===== config.mk =====
export PLATFORM = sky130hd
export DESIGN_NAME = periph_subsystem
export DESIGN_NICKNAME = d
export VERILOG_FILES = /design/src/irq_pkg.sv /design/src/apb_pkg.sv /design/src/periph_reg_if.sv /design/src/periph_subsystem.sv /design/src/irq_ctrl.sv /design/src/timer_bank.sv /design/src/apb_front_end.sv
export VERILOG_INCLUDE_DIRS = /design/src /design/src/src
export SDC_FILE = /design/constraint.sdc
export NUM_CORES = 1
export LEC_CHECK = 0
export BUFFER_PORTS_ARGS = -buffer_cell sky130_fd_sc_hd__buf_2
export CORE_MARGIN = 4
export CORE_UTILIZATION = 36
export DETAILED_ROUTE_END_ITERATION = 7
export SLEW_MARGIN = 20
export SYNTH_ARGS = -nofsm -noshare
export SYNTH_HDL_FRONTEND = slang
export SYNTH_SLANG_ARGS = --single-unit

===== constraint.sdc =====
create_clock -name clk_i -period 26.6 [get_ports clk_i]
set_input_delay 5.32 -clock clk_i [delete_from_list [all_inputs] [get_ports clk_i]]
set_output_delay 5.32 -clock clk_i [all_outputs]
set_load 0.1 [all_outputs]

===== src/periph_macros.svh =====
`ifndef PERIPH_MACROS_SVH
`define PERIPH_MACROS_SVH

// ------------------------------
// Bus widths
// ------------------------------
`define PERIPH_ADDR_W 12
`define PERIPH_DATA_W 32

// ------------------------------
// Timer and interrupt counts
// ------------------------------
`define TIMER_CNT 2
`define N_EXT_IRQ 8
`define N_IRQ_SRC 10 // ids 1..2 timers, 3..10 external lines
`define PRIO_W    3
`define IRQ_ID_W  4

// Address bits 11:10 select the target block
`define TIMER_REGION 2'd0 // 0x000 - 0x3FF
`define IRQ_REGION   2'd2 // 0x800 - 0xBFF

`endif

===== src/irq_pkg.sv =====
`include "periph_macros.svh"

package irq_pkg;

    // ------------------------------
    // Interrupt side types
    // ------------------------------
    typedef logic [`N_IRQ_SRC-1:0] irq_vec_t; // bit k is id k+1
    typedef logic [`PRIO_W-1:0]    prio_t;
    typedef logic [`IRQ_ID_W-1:0]  irq_id_t;  // 0 means none
    typedef logic [`N_EXT_IRQ-1:0] ext_irq_t;

    // Timer select inside the timer bank
    typedef logic [$clog2(`TIMER_CNT)-1:0] tmr_idx_t;

endpackage


===== src/apb_pkg.sv =====
`include "periph_macros.svh"

package apb_pkg;

    // ------------------------------
    // APB side types
    // ------------------------------
    typedef logic [`PERIPH_ADDR_W-1:0] paddr_t;
    typedef logic [`PERIPH_DATA_W-1:0] pdata_t;

    // Phase seen on the bus in the previous cycle
    typedef enum logic [1:0] {
        APB_IDLE,
        APB_SETUP,
        APB_ACCESS
    } apb_state_e;

endpackage


===== src/periph_reg_if.sv =====
`timescale 1ns/1ps

interface periph_reg_if
    import apb_pkg::*;
();

    logic   req;   // One cycle per accepted access
    logic   we;
    paddr_t addr;  // Offset inside the region
    pdata_t wdata;
    pdata_t rdata; // Combinational from the slave

    modport master (
        output req,
        output we,
        output addr,
        output wdata,
        input  rdata
    );

    modport slave (
        input  req,
        input  we,
        input  addr,
        input  wdata,
        output rdata
    );

endinterface


===== src/periph_subsystem.sv =====
`timescale 1ns/1ps
`include "periph_macros.svh"

module periph_subsystem
    import apb_pkg::*;
    import irq_pkg::*;
(
    input  logic     clk_i,
    input  logic     arst_n_i,
    // APB slave
    input  logic     psel_i,
    input  logic     penable_i,
    input  logic     pwrite_i,
    input  paddr_t   paddr_i,
    input  pdata_t   pwdata_i,
    output pdata_t   prdata_o,
    output logic     pready_o,
    output logic     pslverr_o,
    // Interrupts
    input  ext_irq_t ext_irq_i,
    output logic     irq_o
);

    logic [`TIMER_CNT-1:0] timer_irq;

    periph_reg_if timer_reg ();
    periph_reg_if irq_reg ();

    // ------------------------------
    // Bus front end
    // ------------------------------
    apb_front_end i_apb_front_end (
        .clk_i     ( clk_i     ),
        .arst_n_i  ( arst_n_i  ),
        .psel_i    ( psel_i    ),
        .penable_i ( penable_i ),
        .pwrite_i  ( pwrite_i  ),
        .paddr_i   ( paddr_i   ),
        .pwdata_i  ( pwdata_i  ),
        .prdata_o  ( prdata_o  ),
        .pready_o  ( pready_o  ),
        .pslverr_o ( pslverr_o ),
        .timer_reg ( timer_reg ),
        .irq_reg   ( irq_reg   )
    );

    // ------------------------------
    // Timers and interrupt control
    // ------------------------------
    timer_bank i_timer_bank (
        .clk_i       ( clk_i     ),
        .arst_n_i    ( arst_n_i  ),
        .reg_bus     ( timer_reg ),
        .timer_irq_o ( timer_irq )
    );

    irq_ctrl i_irq_ctrl (
        .clk_i       ( clk_i     ),
        .arst_n_i    ( arst_n_i  ),
        .reg_bus     ( irq_reg   ),
        .timer_irq_i ( timer_irq ),
        .ext_irq_i   ( ext_irq_i ),
        .irq_o       ( irq_o     ) // Single target
    );

endmodule


===== src/irq_ctrl.sv =====
`timescale 1ns/1ps
`include "periph_macros.svh"

module irq_ctrl
    import apb_pkg::*;
    import irq_pkg::*;
(
    input  logic                  clk_i,
    input  logic                  arst_n_i,
    periph_reg_if.slave           reg_bus,
    input  logic [`TIMER_CNT-1:0] timer_irq_i,
    input  ext_irq_t              ext_irq_i,
    output logic                  irq_o
);

    // Word addresses, byte offset divided by 4
    localparam logic [7:0] WORD_ENABLE = 8'h20; // 0x080
    localparam logic [7:0] WORD_THRESH = 8'h21; // 0x084
    localparam logic [7:0] WORD_CLAIM  = 8'h22; // 0x088

    irq_vec_t   src;
    irq_vec_t   pending_q;
    irq_vec_t   in_service_q;
    irq_vec_t   enable_q;
    prio_t      prio_q [`N_IRQ_SRC];
    prio_t      thresh_q;
    logic       irq_q;

    logic [7:0] word;
    logic       wr_en;
    logic       claim_rd;
    logic       complete_wr;
    irq_id_t    wr_id;
    irq_vec_t   prio_sel;
    irq_vec_t   claim_mask;
    irq_vec_t   complete_mask;
    irq_id_t    best_id;
    prio_t      best_prio;

    assign src         = {ext_irq_i, timer_irq_i}; // Timers take ids 1 and 2
    assign word        = reg_bus.addr[9:2];
    assign wr_en       = reg_bus.req && reg_bus.we;
    assign claim_rd    = reg_bus.req && !reg_bus.we && (word == WORD_CLAIM);
    assign complete_wr = wr_en && (word == WORD_CLAIM);
    assign wr_id       = reg_bus.wdata[`IRQ_ID_W-1:0];

    // ------------------------------
    // Priority search
    // ------------------------------
    // Strictly greater keeps the lowest id on ties
    always_comb begin
        best_id   = '0;
        best_prio = thresh_q;
        for (int k = 0; k < `N_IRQ_SRC; k++) begin
            if (pending_q[k] && enable_q[k] && (prio_q[k] > best_prio)) begin
                best_id   = irq_id_t'(k + 1);
                best_prio = prio_q[k];
            end
        end
    end

    always_comb begin
        for (int k = 0; k < `N_IRQ_SRC; k++) begin
            prio_sel[k]      = wr_en && (word == 8'(k + 1));
            claim_mask[k]    = claim_rd && (best_id == irq_id_t'(k + 1));
            complete_mask[k] = complete_wr && (wr_id == irq_id_t'(k + 1));
        end
    end

    // ------------------------------
    // Gateway state and registers
    // ------------------------------
    always_ff @(posedge clk_i or negedge arst_n_i) begin
        if (!arst_n_i) begin
            pending_q    <= '0;
            in_service_q <= '0;
            enable_q     <= '0;
            prio_q       <= '{default: '0};
            thresh_q     <= '0;
            irq_q        <= 1'b0;
        end else begin
            // Claim clears pending before the level can re-arm it
            pending_q    <= (pending_q | (src & ~in_service_q)) & ~claim_mask;
            in_service_q <= (in_service_q | claim_mask) & ~complete_mask;
            irq_q        <= (best_id != '0);

            if (wr_en && word == WORD_ENABLE) begin
                enable_q <= reg_bus.wdata[`N_IRQ_SRC-1:0];
            end
            if (wr_en && word == WORD_THRESH) begin
                thresh_q <= reg_bus.wdata[`PRIO_W-1:0];
            end
            for (int k = 0; k < `N_IRQ_SRC; k++) begin
                if (prio_sel[k]) begin
                    prio_q[k] <= reg_bus.wdata[`PRIO_W-1:0];
                end
            end
        end
    end

    assign irq_o = irq_q;

    // Read return, id 0 priority reads as zero
    always_comb begin
        reg_bus.rdata = '0;
        for (int k = 0; k < `N_IRQ_SRC; k++) begin
            if (word == 8'(k + 1)) begin
                reg_bus.rdata = pdata_t'(prio_q[k]);
            end
        end
        case (word)
            WORD_ENABLE: reg_bus.rdata = pdata_t'(enable_q);
            WORD_THRESH: reg_bus.rdata = pdata_t'(thresh_q);
            WORD_CLAIM:  reg_bus.rdata = pdata_t'(best_id);
            default: ;
        endcase
    end

endmodule


===== src/timer_bank.sv =====
`timescale 1ns/1ps
`include "periph_macros.svh"

module timer_bank
    import apb_pkg::*;
    import irq_pkg::*;
(
    input  logic                  clk_i,
    input  logic                  arst_n_i,
    periph_reg_if.slave           reg_bus,
    output logic [`TIMER_CNT-1:0] timer_irq_o
);

    // Word offsets inside one timer
    localparam logic [1:0] REG_CNT    = 2'd0;
    localparam logic [1:0] REG_CMP    = 2'd1;
    localparam logic [1:0] REG_CTRL   = 2'd2;
    localparam logic [1:0] REG_STATUS = 2'd3;

    pdata_t                cnt_q [`TIMER_CNT];
    pdata_t                cmp_q [`TIMER_CNT];
    logic [`TIMER_CNT-1:0] en_q;
    logic [`TIMER_CNT-1:0] flag_q;

    logic                  in_range;
    logic                  wr_en;
    tmr_idx_t              sel_idx;
    logic [1:0]            reg_sel;
    logic [`TIMER_CNT-1:0] wr_tmr;
    logic [`TIMER_CNT-1:0] match;

    // ------------------------------
    // Register decode
    // ------------------------------
    assign in_range = (reg_bus.addr[`PERIPH_ADDR_W-1:5] == '0);
    assign wr_en    = reg_bus.req && reg_bus.we && in_range;
    assign sel_idx  = reg_bus.addr[4]; // 16 bytes per timer
    assign reg_sel  = reg_bus.addr[3:2];

    always_comb begin
        for (int i = 0; i < `TIMER_CNT; i++) begin
            wr_tmr[i] = wr_en && (sel_idx == tmr_idx_t'(i));
            match[i]  = en_q[i] && (cnt_q[i] == cmp_q[i]);
        end
    end

    // ------------------------------
    // Counters and flags
    // ------------------------------
    always_ff @(posedge clk_i or negedge arst_n_i) begin
        if (!arst_n_i) begin
            cnt_q  <= '{default: '0};
            cmp_q  <= '{default: '0};
            en_q   <= '0;
            flag_q <= '0;
        end else begin
            for (int i = 0; i < `TIMER_CNT; i++) begin
                if (wr_tmr[i] && reg_sel == REG_CNT) begin
                    cnt_q[i] <= reg_bus.wdata;
                end else if (match[i]) begin
                    cnt_q[i] <= '0; // Wrap on compare
                end else if (en_q[i]) begin
                    cnt_q[i] <= cnt_q[i] + 1'b1;
                end

                if (wr_tmr[i] && reg_sel == REG_CMP) begin
                    cmp_q[i] <= reg_bus.wdata;
                end
                if (wr_tmr[i] && reg_sel == REG_CTRL) begin
                    en_q[i] <= reg_bus.wdata[0];
                end

                // New match beats a clear in the same cycle
                if (match[i]) begin
                    flag_q[i] <= 1'b1;
                end else if (wr_tmr[i] && reg_sel == REG_STATUS && reg_bus.wdata[0]) begin
                    flag_q[i] <= 1'b0;
                end
            end
        end
    end

    // Read return
    always_comb begin
        reg_bus.rdata = '0;
        if (in_range) begin
            case (reg_sel)
                REG_CNT:    reg_bus.rdata = cnt_q[sel_idx];
                REG_CMP:    reg_bus.rdata = cmp_q[sel_idx];
                REG_CTRL:   reg_bus.rdata = pdata_t'(en_q[sel_idx]);
                REG_STATUS: reg_bus.rdata = pdata_t'(flag_q[sel_idx]);
                default:    reg_bus.rdata = '0;
            endcase
        end
    end

    assign timer_irq_o = flag_q;

endmodule


===== src/apb_front_end.sv =====
`timescale 1ns/1ps
`include "periph_macros.svh"

module apb_front_end
    import apb_pkg::*;
(
    input  logic         clk_i,
    input  logic         arst_n_i,
    input  logic         psel_i,
    input  logic         penable_i,
    input  logic         pwrite_i,
    input  paddr_t       paddr_i,
    input  pdata_t       pwdata_i,
    output pdata_t       prdata_o,
    output logic         pready_o,
    output logic         pslverr_o,
    periph_reg_if.master timer_reg,
    periph_reg_if.master irq_reg
);

    apb_state_e state_q;
    apb_state_e state_d;
    logic [1:0] region;
    logic       access;
    logic       setup_ok;
    logic       timer_hit;
    logic       irq_hit;
    logic       bus_err;
    logic       acc_ok;

    // ------------------------------
    // Phase tracking
    // ------------------------------
    always_comb begin
        state_d = APB_IDLE;
        if (psel_i) begin
            state_d = penable_i ? APB_ACCESS : APB_SETUP;
        end
    end

    always_ff @(posedge clk_i or negedge arst_n_i) begin
        if (!arst_n_i) begin
            state_q <= APB_IDLE;
        end else begin
            state_q <= state_d;
        end
    end

    assign access   = psel_i && penable_i;
    assign setup_ok = (state_q == APB_SETUP); // Access must follow a setup cycle

    // ------------------------------
    // Region decode
    // ------------------------------
    assign region    = paddr_i[`PERIPH_ADDR_W-1:`PERIPH_ADDR_W-2];
    assign timer_hit = (region == `TIMER_REGION);
    assign irq_hit   = (region == `IRQ_REGION);

    assign bus_err = access && (!setup_ok || !(timer_hit || irq_hit));
    assign acc_ok  = access && !bus_err;

    assign timer_reg.req   = acc_ok && timer_hit;
    assign timer_reg.we    = pwrite_i;
    assign timer_reg.addr  = {2'b00, paddr_i[`PERIPH_ADDR_W-3:0]};
    assign timer_reg.wdata = pwdata_i;

    assign irq_reg.req   = acc_ok && irq_hit;
    assign irq_reg.we    = pwrite_i;
    assign irq_reg.addr  = {2'b00, paddr_i[`PERIPH_ADDR_W-3:0]};
    assign irq_reg.wdata = pwdata_i;

    always_comb begin
        prdata_o = '0; // Zero on error or idle
        if (acc_ok && timer_hit) begin
            prdata_o = timer_reg.rdata;
        end else if (acc_ok && irq_hit) begin
            prdata_o = irq_reg.rdata;
        end
    end

    assign pready_o  = 1'b1; // No wait states
    assign pslverr_o = bus_err;

endmodule


**Word level (Yosys, flattened, before mapping)**

Index checks and enable logic that the tools add are counted.

- Output and inout bits: 35
- Input port bits: 57
- Logic and storage cells: 235
- Bits in registers: 198

- Bitwise operators: 10
- Magnitude comparators: 12
- Multiplexer cells: 56
- Eq/ne operators: 40
- $add $sub $neg: 2
- Reduce and logical (&&, ||, !) cells: 91

Operators by type and width:

| cell | number |
|---|---|
| 32-bit 2-to-1 mux | 15 |
| 32-bit one-hot mux with 4 select lines | 1 |
| 1-bit logical AND | 77 |
| 32-bit by 1-bit adder with 32-bit output, second input constant | 2 |
| 32-bit equality test | 2 |
| 3-bit 2-to-1 mux | 19 |
| 4-bit 2-to-1 mux | 9 |
| 4-bit by 3-bit equality test with 1-bit output, second input constant | 8 |
| 8-bit by 3-bit equality test with 1-bit output, second input constant | 4 |
| 10-bit bitwise AND | 3 |
| 3-bit > comparator | 10 |
| 10-bit NOT | 3 |
| 10-bit one-hot mux with 3 select lines | 1 |
| 4-bit equality test, second input constant | 6 |
| 8-bit by 4-bit equality test with 1-bit output, second input constant | 3 |
| 8-bit by 6-bit equality test with 1-bit output, second input constant | 3 |
| 10-bit OR | 2 |
| 4-bit by 2-bit equality test with 1-bit output, second input constant | 4 |
| 8-bit by 2-bit equality test with 1-bit output, second input constant | 2 |
| 1-bit 2-to-1 mux | 9 |
| 4-bit by 1-bit equality test with 1-bit output, second input constant | 2 |
| 8-bit by 1-bit equality test with 1-bit output, second input constant | 1 |
| 7-bit logical NOT | 1 |
| 2-bit equality test, second input constant | 3 |
| 12 further kinds | 21 |

**Longest topological paths before layout**

- Depth after elaboration: 34
- Depth in mapped cells: 67
- Gate-level depth less buffers: 67

**Cells and area by module**

Synthesis repeated with hierarchy kept, for this count alone.

- Cells, all modules: 1551
- Area total of the unflattened synthesis: 14513.9 um^2

By module, submodules not included:

| module | instances | area each (um^2) | seq. area each (um^2) | cells each |
|---|---|---|---|---|
| timer_bank | 1 | 8471.9 | 3303.2 | 875 |
| irq_ctrl | 1 | 4521.8 | 1601.5 | 498 |
| apb_front_end | 1 | 1520.2 | 50.0 | 178 |

**Worst setup path before layout**

No wires, ideal clock.

- Kind: register to output
- Start point: register i_irq_ctrl.thresh_q[1]
- End point: output prdata_o[3]
- Stages on the path, launching flop included: 66
- Arrival time: 13.732 ns
- Path buffers: 0
- Data required time: 21.280 ns
- Setup slack: 7.548 ns
- Path through: dfrtp_1 -> inv_1 -> ha_1 -> nor2b_4 -> o311ai_4 -> o21ai_0 -> o31ai_1 -> ha_1 -> nor2_1 -> a31oi_1 -> o31ai_1 -> nand3_1 -> mux2_2 -> ha_1 -> nor2_1 -> maj3_1 -> a21oi_1 -> or3_1 -> [... 30 more ...] -> nor2_1 -> o31ai_2 -> nand3_2 -> mux2_4 -> ha_1 -> nand3_1 -> nand3_1 -> a21oi_1 -> inv_1 -> mux2_2 -> ha_1 -> a21o_1 -> a21oi_1 -> a311oi_1 -> or2_2 -> nand4b_1 -> nand2_1 -> a21oi_1

- Longest elaborated chain between the ends: 33
- Elaborated cells between the ends (all ways): 40
- Classes of those cells: order compare: 10; mux: 20; reduce/logical: 10

RTL lines:

| element | line | text |
|---|---|---|
| from (decl) | irq_ctrl.sv:26 | `prio_t thresh_q;` |
| from (signal assigned) | irq_ctrl.sv:91 | `` thresh_q <= reg_bus.wdata[`PRIO_W-1:0]; `` |
| 3-bit > comparator | irq_ctrl.sv:55 | `if (pending_q[k] && enable_q[k] && (prio_q[k] > best_prio)) begin` |
| 1-bit logical AND | irq_ctrl.sv:55 |  |
| 3-bit 2-to-1 mux * | irq_ctrl.sv:55 |  |
| 3-bit > comparator | irq_ctrl.sv:55 |  |
| 1-bit logical AND | irq_ctrl.sv:55 |  |
| 3-bit 2-to-1 mux * | irq_ctrl.sv:55 |  |
| 3-bit > comparator | irq_ctrl.sv:55 |  |
| 1-bit logical AND | irq_ctrl.sv:55 |  |
| [... 17 more ...] | - |  |
| 1-bit logical AND | irq_ctrl.sv:55 |  |
| 3-bit 2-to-1 mux | irq_ctrl.sv:55 |  |
| 3-bit > comparator | irq_ctrl.sv:55 |  |
| 1-bit logical AND | irq_ctrl.sv:55 |  |
| 4-bit 2-to-1 mux * | irq_ctrl.sv:55 |  |
| 10-bit one-hot mux with 3 select lines * | irq_ctrl.sv:111 | `case (word)` |
| 32-bit 2-to-1 mux * | apb_front_end.sv:76 | `end else if (acc_ok && irq_hit) begin` |
| 32-bit 2-to-1 mux * | apb_front_end.sv:74 | `if (acc_ok && timer_hit) begin` |
| to (decl) | periph_subsystem.sv:16 | `output pdata_t prdata_o,` |

Every way passes the cells marked *; elsewhere a longest branch is shown, timed or not.

**Worst setup path after layout**

- Start point: register i_irq_ctrl.thresh_q[1]
- End point: output prdata_o[2]

Same word-level chain as after synthesis.

==> impl_results.md <==
- Result of the run: finished, final reports clean
- GPL Wtd Cong: 0.892
- Most Frequent Cell on Critical Path: sky130_fd_sc_hd__ha_1
- Number of flops mapped to enable cells by yosys: 0
- Per-cell via count in the routed design: 5.82
- Critical-path maximum fanout: 6
- Synth-to-Final Area Change: 12.1%
- Post-CTS setup-driven buffer insertion count: 0
- Switching power of the nets: 0.174 mW
- Post-DP HPWL: a little under 30000 µm
- Switch share: 0.264
- Worst r2r src: i_irq_ctrl.thresh_q[1]$_DFFE_PN0P_
- Total via count in the routed design: around 11000
- CP peak stage delay: 650 ps
- Net count of the mapped netlist: approximately 1500
- Yosys warns: 0
- Clock latency at the later pin of the worst-skew pair: 450 ps
- Number of register bits inferred by synthesis: slightly below 200
- First-pass GRT wire length: 65100 µm
- Maximum level of the CTS H-tree: 4
- Post-synthesis instance area: 12900 µm²
- Setup repair after global routing missed its margin: no
- Core Footprint: 35500 µm²
- Filler instances: 3475
- Sequential share of the synthesized area: 0.383
- Clock slew at reported path FFs: approximately 70 ps
- Worst clock skew on the final layout: 10.8 ps
- Design internal power: between 0.4 and 0.5 mW
- Post-route antenna net violation count: 0
- Critical path required time: 21280 ps
- Gate Count Post-Synth: 1390
- Fraction of synthesis flops using an asynchronous set or reset pin: 1.00
- Total wire length after detailed routing: around 42000 µm
- Maximum number of pins on one net before global-route repair: 75
- Site row count: 69
- Post-route minimum period: ~21000 ps
- Portion of the clock cycle consumed by the worst path in the final layout: 0.785
- First-pass DRT Iterations: 5
- Effective utilization at floorplan: 0.364
- Startpoint types: flip-flop
- Number of cells on the worst reg-to-reg path: 67
- Crit path kind: reg -> out
- Num ports: 92
- Most instantiated flip-flop cell in the synthesis netlist: sky130_fd_sc_hd__dfrtp_1
- Wire length per cell: approximately 22 µm
- Overall overflow remaining after global route: 0
- Critical path capture point type: primary output
- # resized after CTS: 0
- Root buffer selected by CTS: sky130_fd_sc_hd__clkbuf_16
- Clock share of power: 0.435
- Overall die width: approximately 200 µm
- Number of max-slew violations in the final report: 0
- Normalized max-slew margin: 0.356
- Hold Path Origin: i_irq_ctrl.in_service_q[2]$_DFF_PN0_
- Vias in the first global route: between 10000 and 15000
- DRT iter0 DRCs: ~960
- Floorplan die area: 39000 µm²
- Design area: around 14000 µm²
- Hold-fix buffers at CTS: 0
- Place WS: 6480 ps
- Arrival time at the worst endpoint: approximately 16000 ps
- Leak: about 6.4 nW
- Total Power Consumption: 0.659 mW
- Total routing usage reported by global routing: 0.213
- Cell depth of the worst min-delay path: 1
- Slew at the pin closest to its max-slew limit: 966 ps
- Share of layout cells above drive strength 1: 0.204
- Max-cap violations: 0
- Die outline height: 197 µm
- Placed Cells incl. Taps: between 1500 and 2000
- Area after DPL: 13900 µm²
- Antenna fix cells: 0
- Final setup violation count: 0
- Distinct cell type count of the synthesized netlist: 89
- Area of combinational cells with multiple inputs: ~7600 µm²
- Final non-filler cell total: 1922
- Clock buffer count from CTS: 17
- Power per Cell Area: 45.5 nW/µm²
- Final hold viol count: 0
- Worst ir drop on vdd: 0.0000496 V
- Critical-path cell with the highest stage delay: sky130_fd_sc_hd__a311oi_1
- Max Root-Sink Buffers: 2
- Clock sinks: 198
- DRC viols: 0
- PnR worst setup slack: 5710 ps
- Count of buffers from port buffering: 88
- Worst hold path class: reg -> reg
- Number of antenna violations at the first check in global routing: 0
- Combinational fraction of design power: 0.086
- Count of nets after finishing: approximately 1500
- Maximum achievable frequency: ~0.048 GHz
- Mapped Avg Cell Area: approximately 9.3 µm²
- Reg power frac: 0.480
- Sum of negative setup slack: 0 ps
- Clock tree from TritonCTS: built
- Worst setup path startpoint: i_irq_ctrl.thresh_q[1]$_DFFE_PN0P_
- Sequential cell area: 4950 µm²
-- placed cells by master, fill, tap and decap left out, types with 23 or more instances in the layout --
cell and instances:
sky130_fd_sc_hd__o21ai_0 124, sky130_fd_sc_hd__xnor2_1 40, sky130_fd_sc_hd__dfrtp_1 198, sky130_fd_sc_hd__mux4_2 33
sky130_fd_sc_hd__and3_1 36, sky130_fd_sc_hd__nor3_1 29, sky130_fd_sc_hd__mux2_2 94, sky130_fd_sc_hd__nor2_1 95
sky130_fd_sc_hd__nand3_1 47, sky130_fd_sc_hd__xor2_1 35, sky130_fd_sc_hd__nand2_1 153, sky130_fd_sc_hd__inv_1 47
sky130_fd_sc_hd__buf_2 87, sky130_fd_sc_hd__a21oi_1 90, sky130_fd_sc_hd__nand4_1 23, sky130_fd_sc_hd__and2_1 33
-- per-stage QoR --
| step | hold slack (ps) | util |
|---|---|---|
| floorplan | 450 | - |
| global placement | 461 | 0.390 |
| detailed placement | 484 | 0.391 |
| CTS | 499 | 0.408 |
| global route | 500 | 0.408 |
| finish | 495 | 0.408 |
-- cells by family after synthesis --
kind of cell               count (synthesis)  synth area share
and+or+nand+nor                          519             0.204
adders and majority gates                 22            0.0206
buffers and inverters                    113            0.0338
xor gates and xnor gates                  75            0.0508
muxes                                    139             0.150
AOI/OAI and AO/OA                        323             0.157
DFF                                      198             0.383
other                                      1          0.000290
-- routing by layer --
metal / vias up / wire [µm] / track usage
met3: 51 / 2480 / 0.0305
li1: 5194 / - / -
met5: - / 0 / 0
met2: 420 / 20200 / 0.358
met1: 5513 / 18300 / 0.290
met4: 0 / 854 / 0.0557
-- area by class of cell --
type                    instances  area share
clock buffers                  18      0.0296
clock inverters                12      0.0132
inverters                      48      0.0124
multi-input cells            1079       0.523
flip-flops and latches        198       0.342
well taps                     461      0.0398
repair buffers                106      0.0403
-- power by group through the flow --
stage          Clock (mW)  Combinational [mW]  Sequential [mW]
2_1_floorplan           0              0.0347            0.316
3_3_place_gp            0              0.0556            0.321
3_5_place_dp            0              0.0561            0.322
4_1_cts             0.290              0.0565            0.316
5_1_grt             0.301              0.0613            0.317
6_report            0.286              0.0564            0.316
-- path summary, 6_finish.rpt --
kind	end	slack [ps]
max in group asynchronous	i_timer_bank.cnt_q[41]$_DFFE_PN0P_	20310
min in group asynchronous	i_irq_ctrl.prio_q[20]$_DFFE_PN0P_	4860
setup reg to reg	i_irq_ctrl.in_service_q[2]$_DFF_PN0_	11710
setup / recovery	prdata_o[2]	5710
hold / removal	i_irq_ctrl.in_service_q[2]$_DFF_PN0_	490
hold reg to reg	i_irq_ctrl.in_service_q[2]$_DFF_PN0_	490
-- synth_stat cells, drive strengths merged (7+ instances only) --
cell type,count,share of area
mux4,33,0.058
nand2,153,0.044
or2,7,0.0034
a21oi,92,0.037
nand3,49,0.020
nand2b,9,0.0044
nand4,23,0.011
o21ai,128,0.050
inv,47,0.014
a221oi,7,0.0047
a31oi,18,0.0099
mux2i,9,0.0070
dfrtp,198,0.38
a22o,10,0.0068
xnor2,40,0.027
and3,37,0.018
mux2,97,0.085
or3,9,0.0047
xor2,35,0.024
nor2,99,0.029
clkbuf,54,0.016
nor2b,16,0.0083
ha,18,0.017
nor4,15,0.0077
nor3b,15,0.0087
and2,34,0.016
buf,11,0.0042
nor3,29,0.011
-- registers in the layout, indices dropped and copies added, names as in the netlist --
signal and cells:
i_timer_bank.timer_irq_o 2, i_timer_bank.cnt_q 64, i_irq_ctrl.pending_q 10, i_irq_ctrl.in_service_q 10, i_irq_ctrl.prio_q 30, i_timer_bank.en_q 2, i_timer_bank.cmp_q 64, i_irq_ctrl.irq_o 1
i_apb_front_end.state_q 2, i_irq_ctrl.enable_q 10, i_irq_ctrl.thresh_q 3
-- worst max-delay path: cells and delay by family (launching register included) --
family	cells	cell delay [ps]
buf+inv	4	890
mux	6	2100
simple gates	23	3760
flops	1	410
fa+ha+maj	12	3430
compound gates	22	4530
No activity file was read; power rests on OpenSTA's default activity.
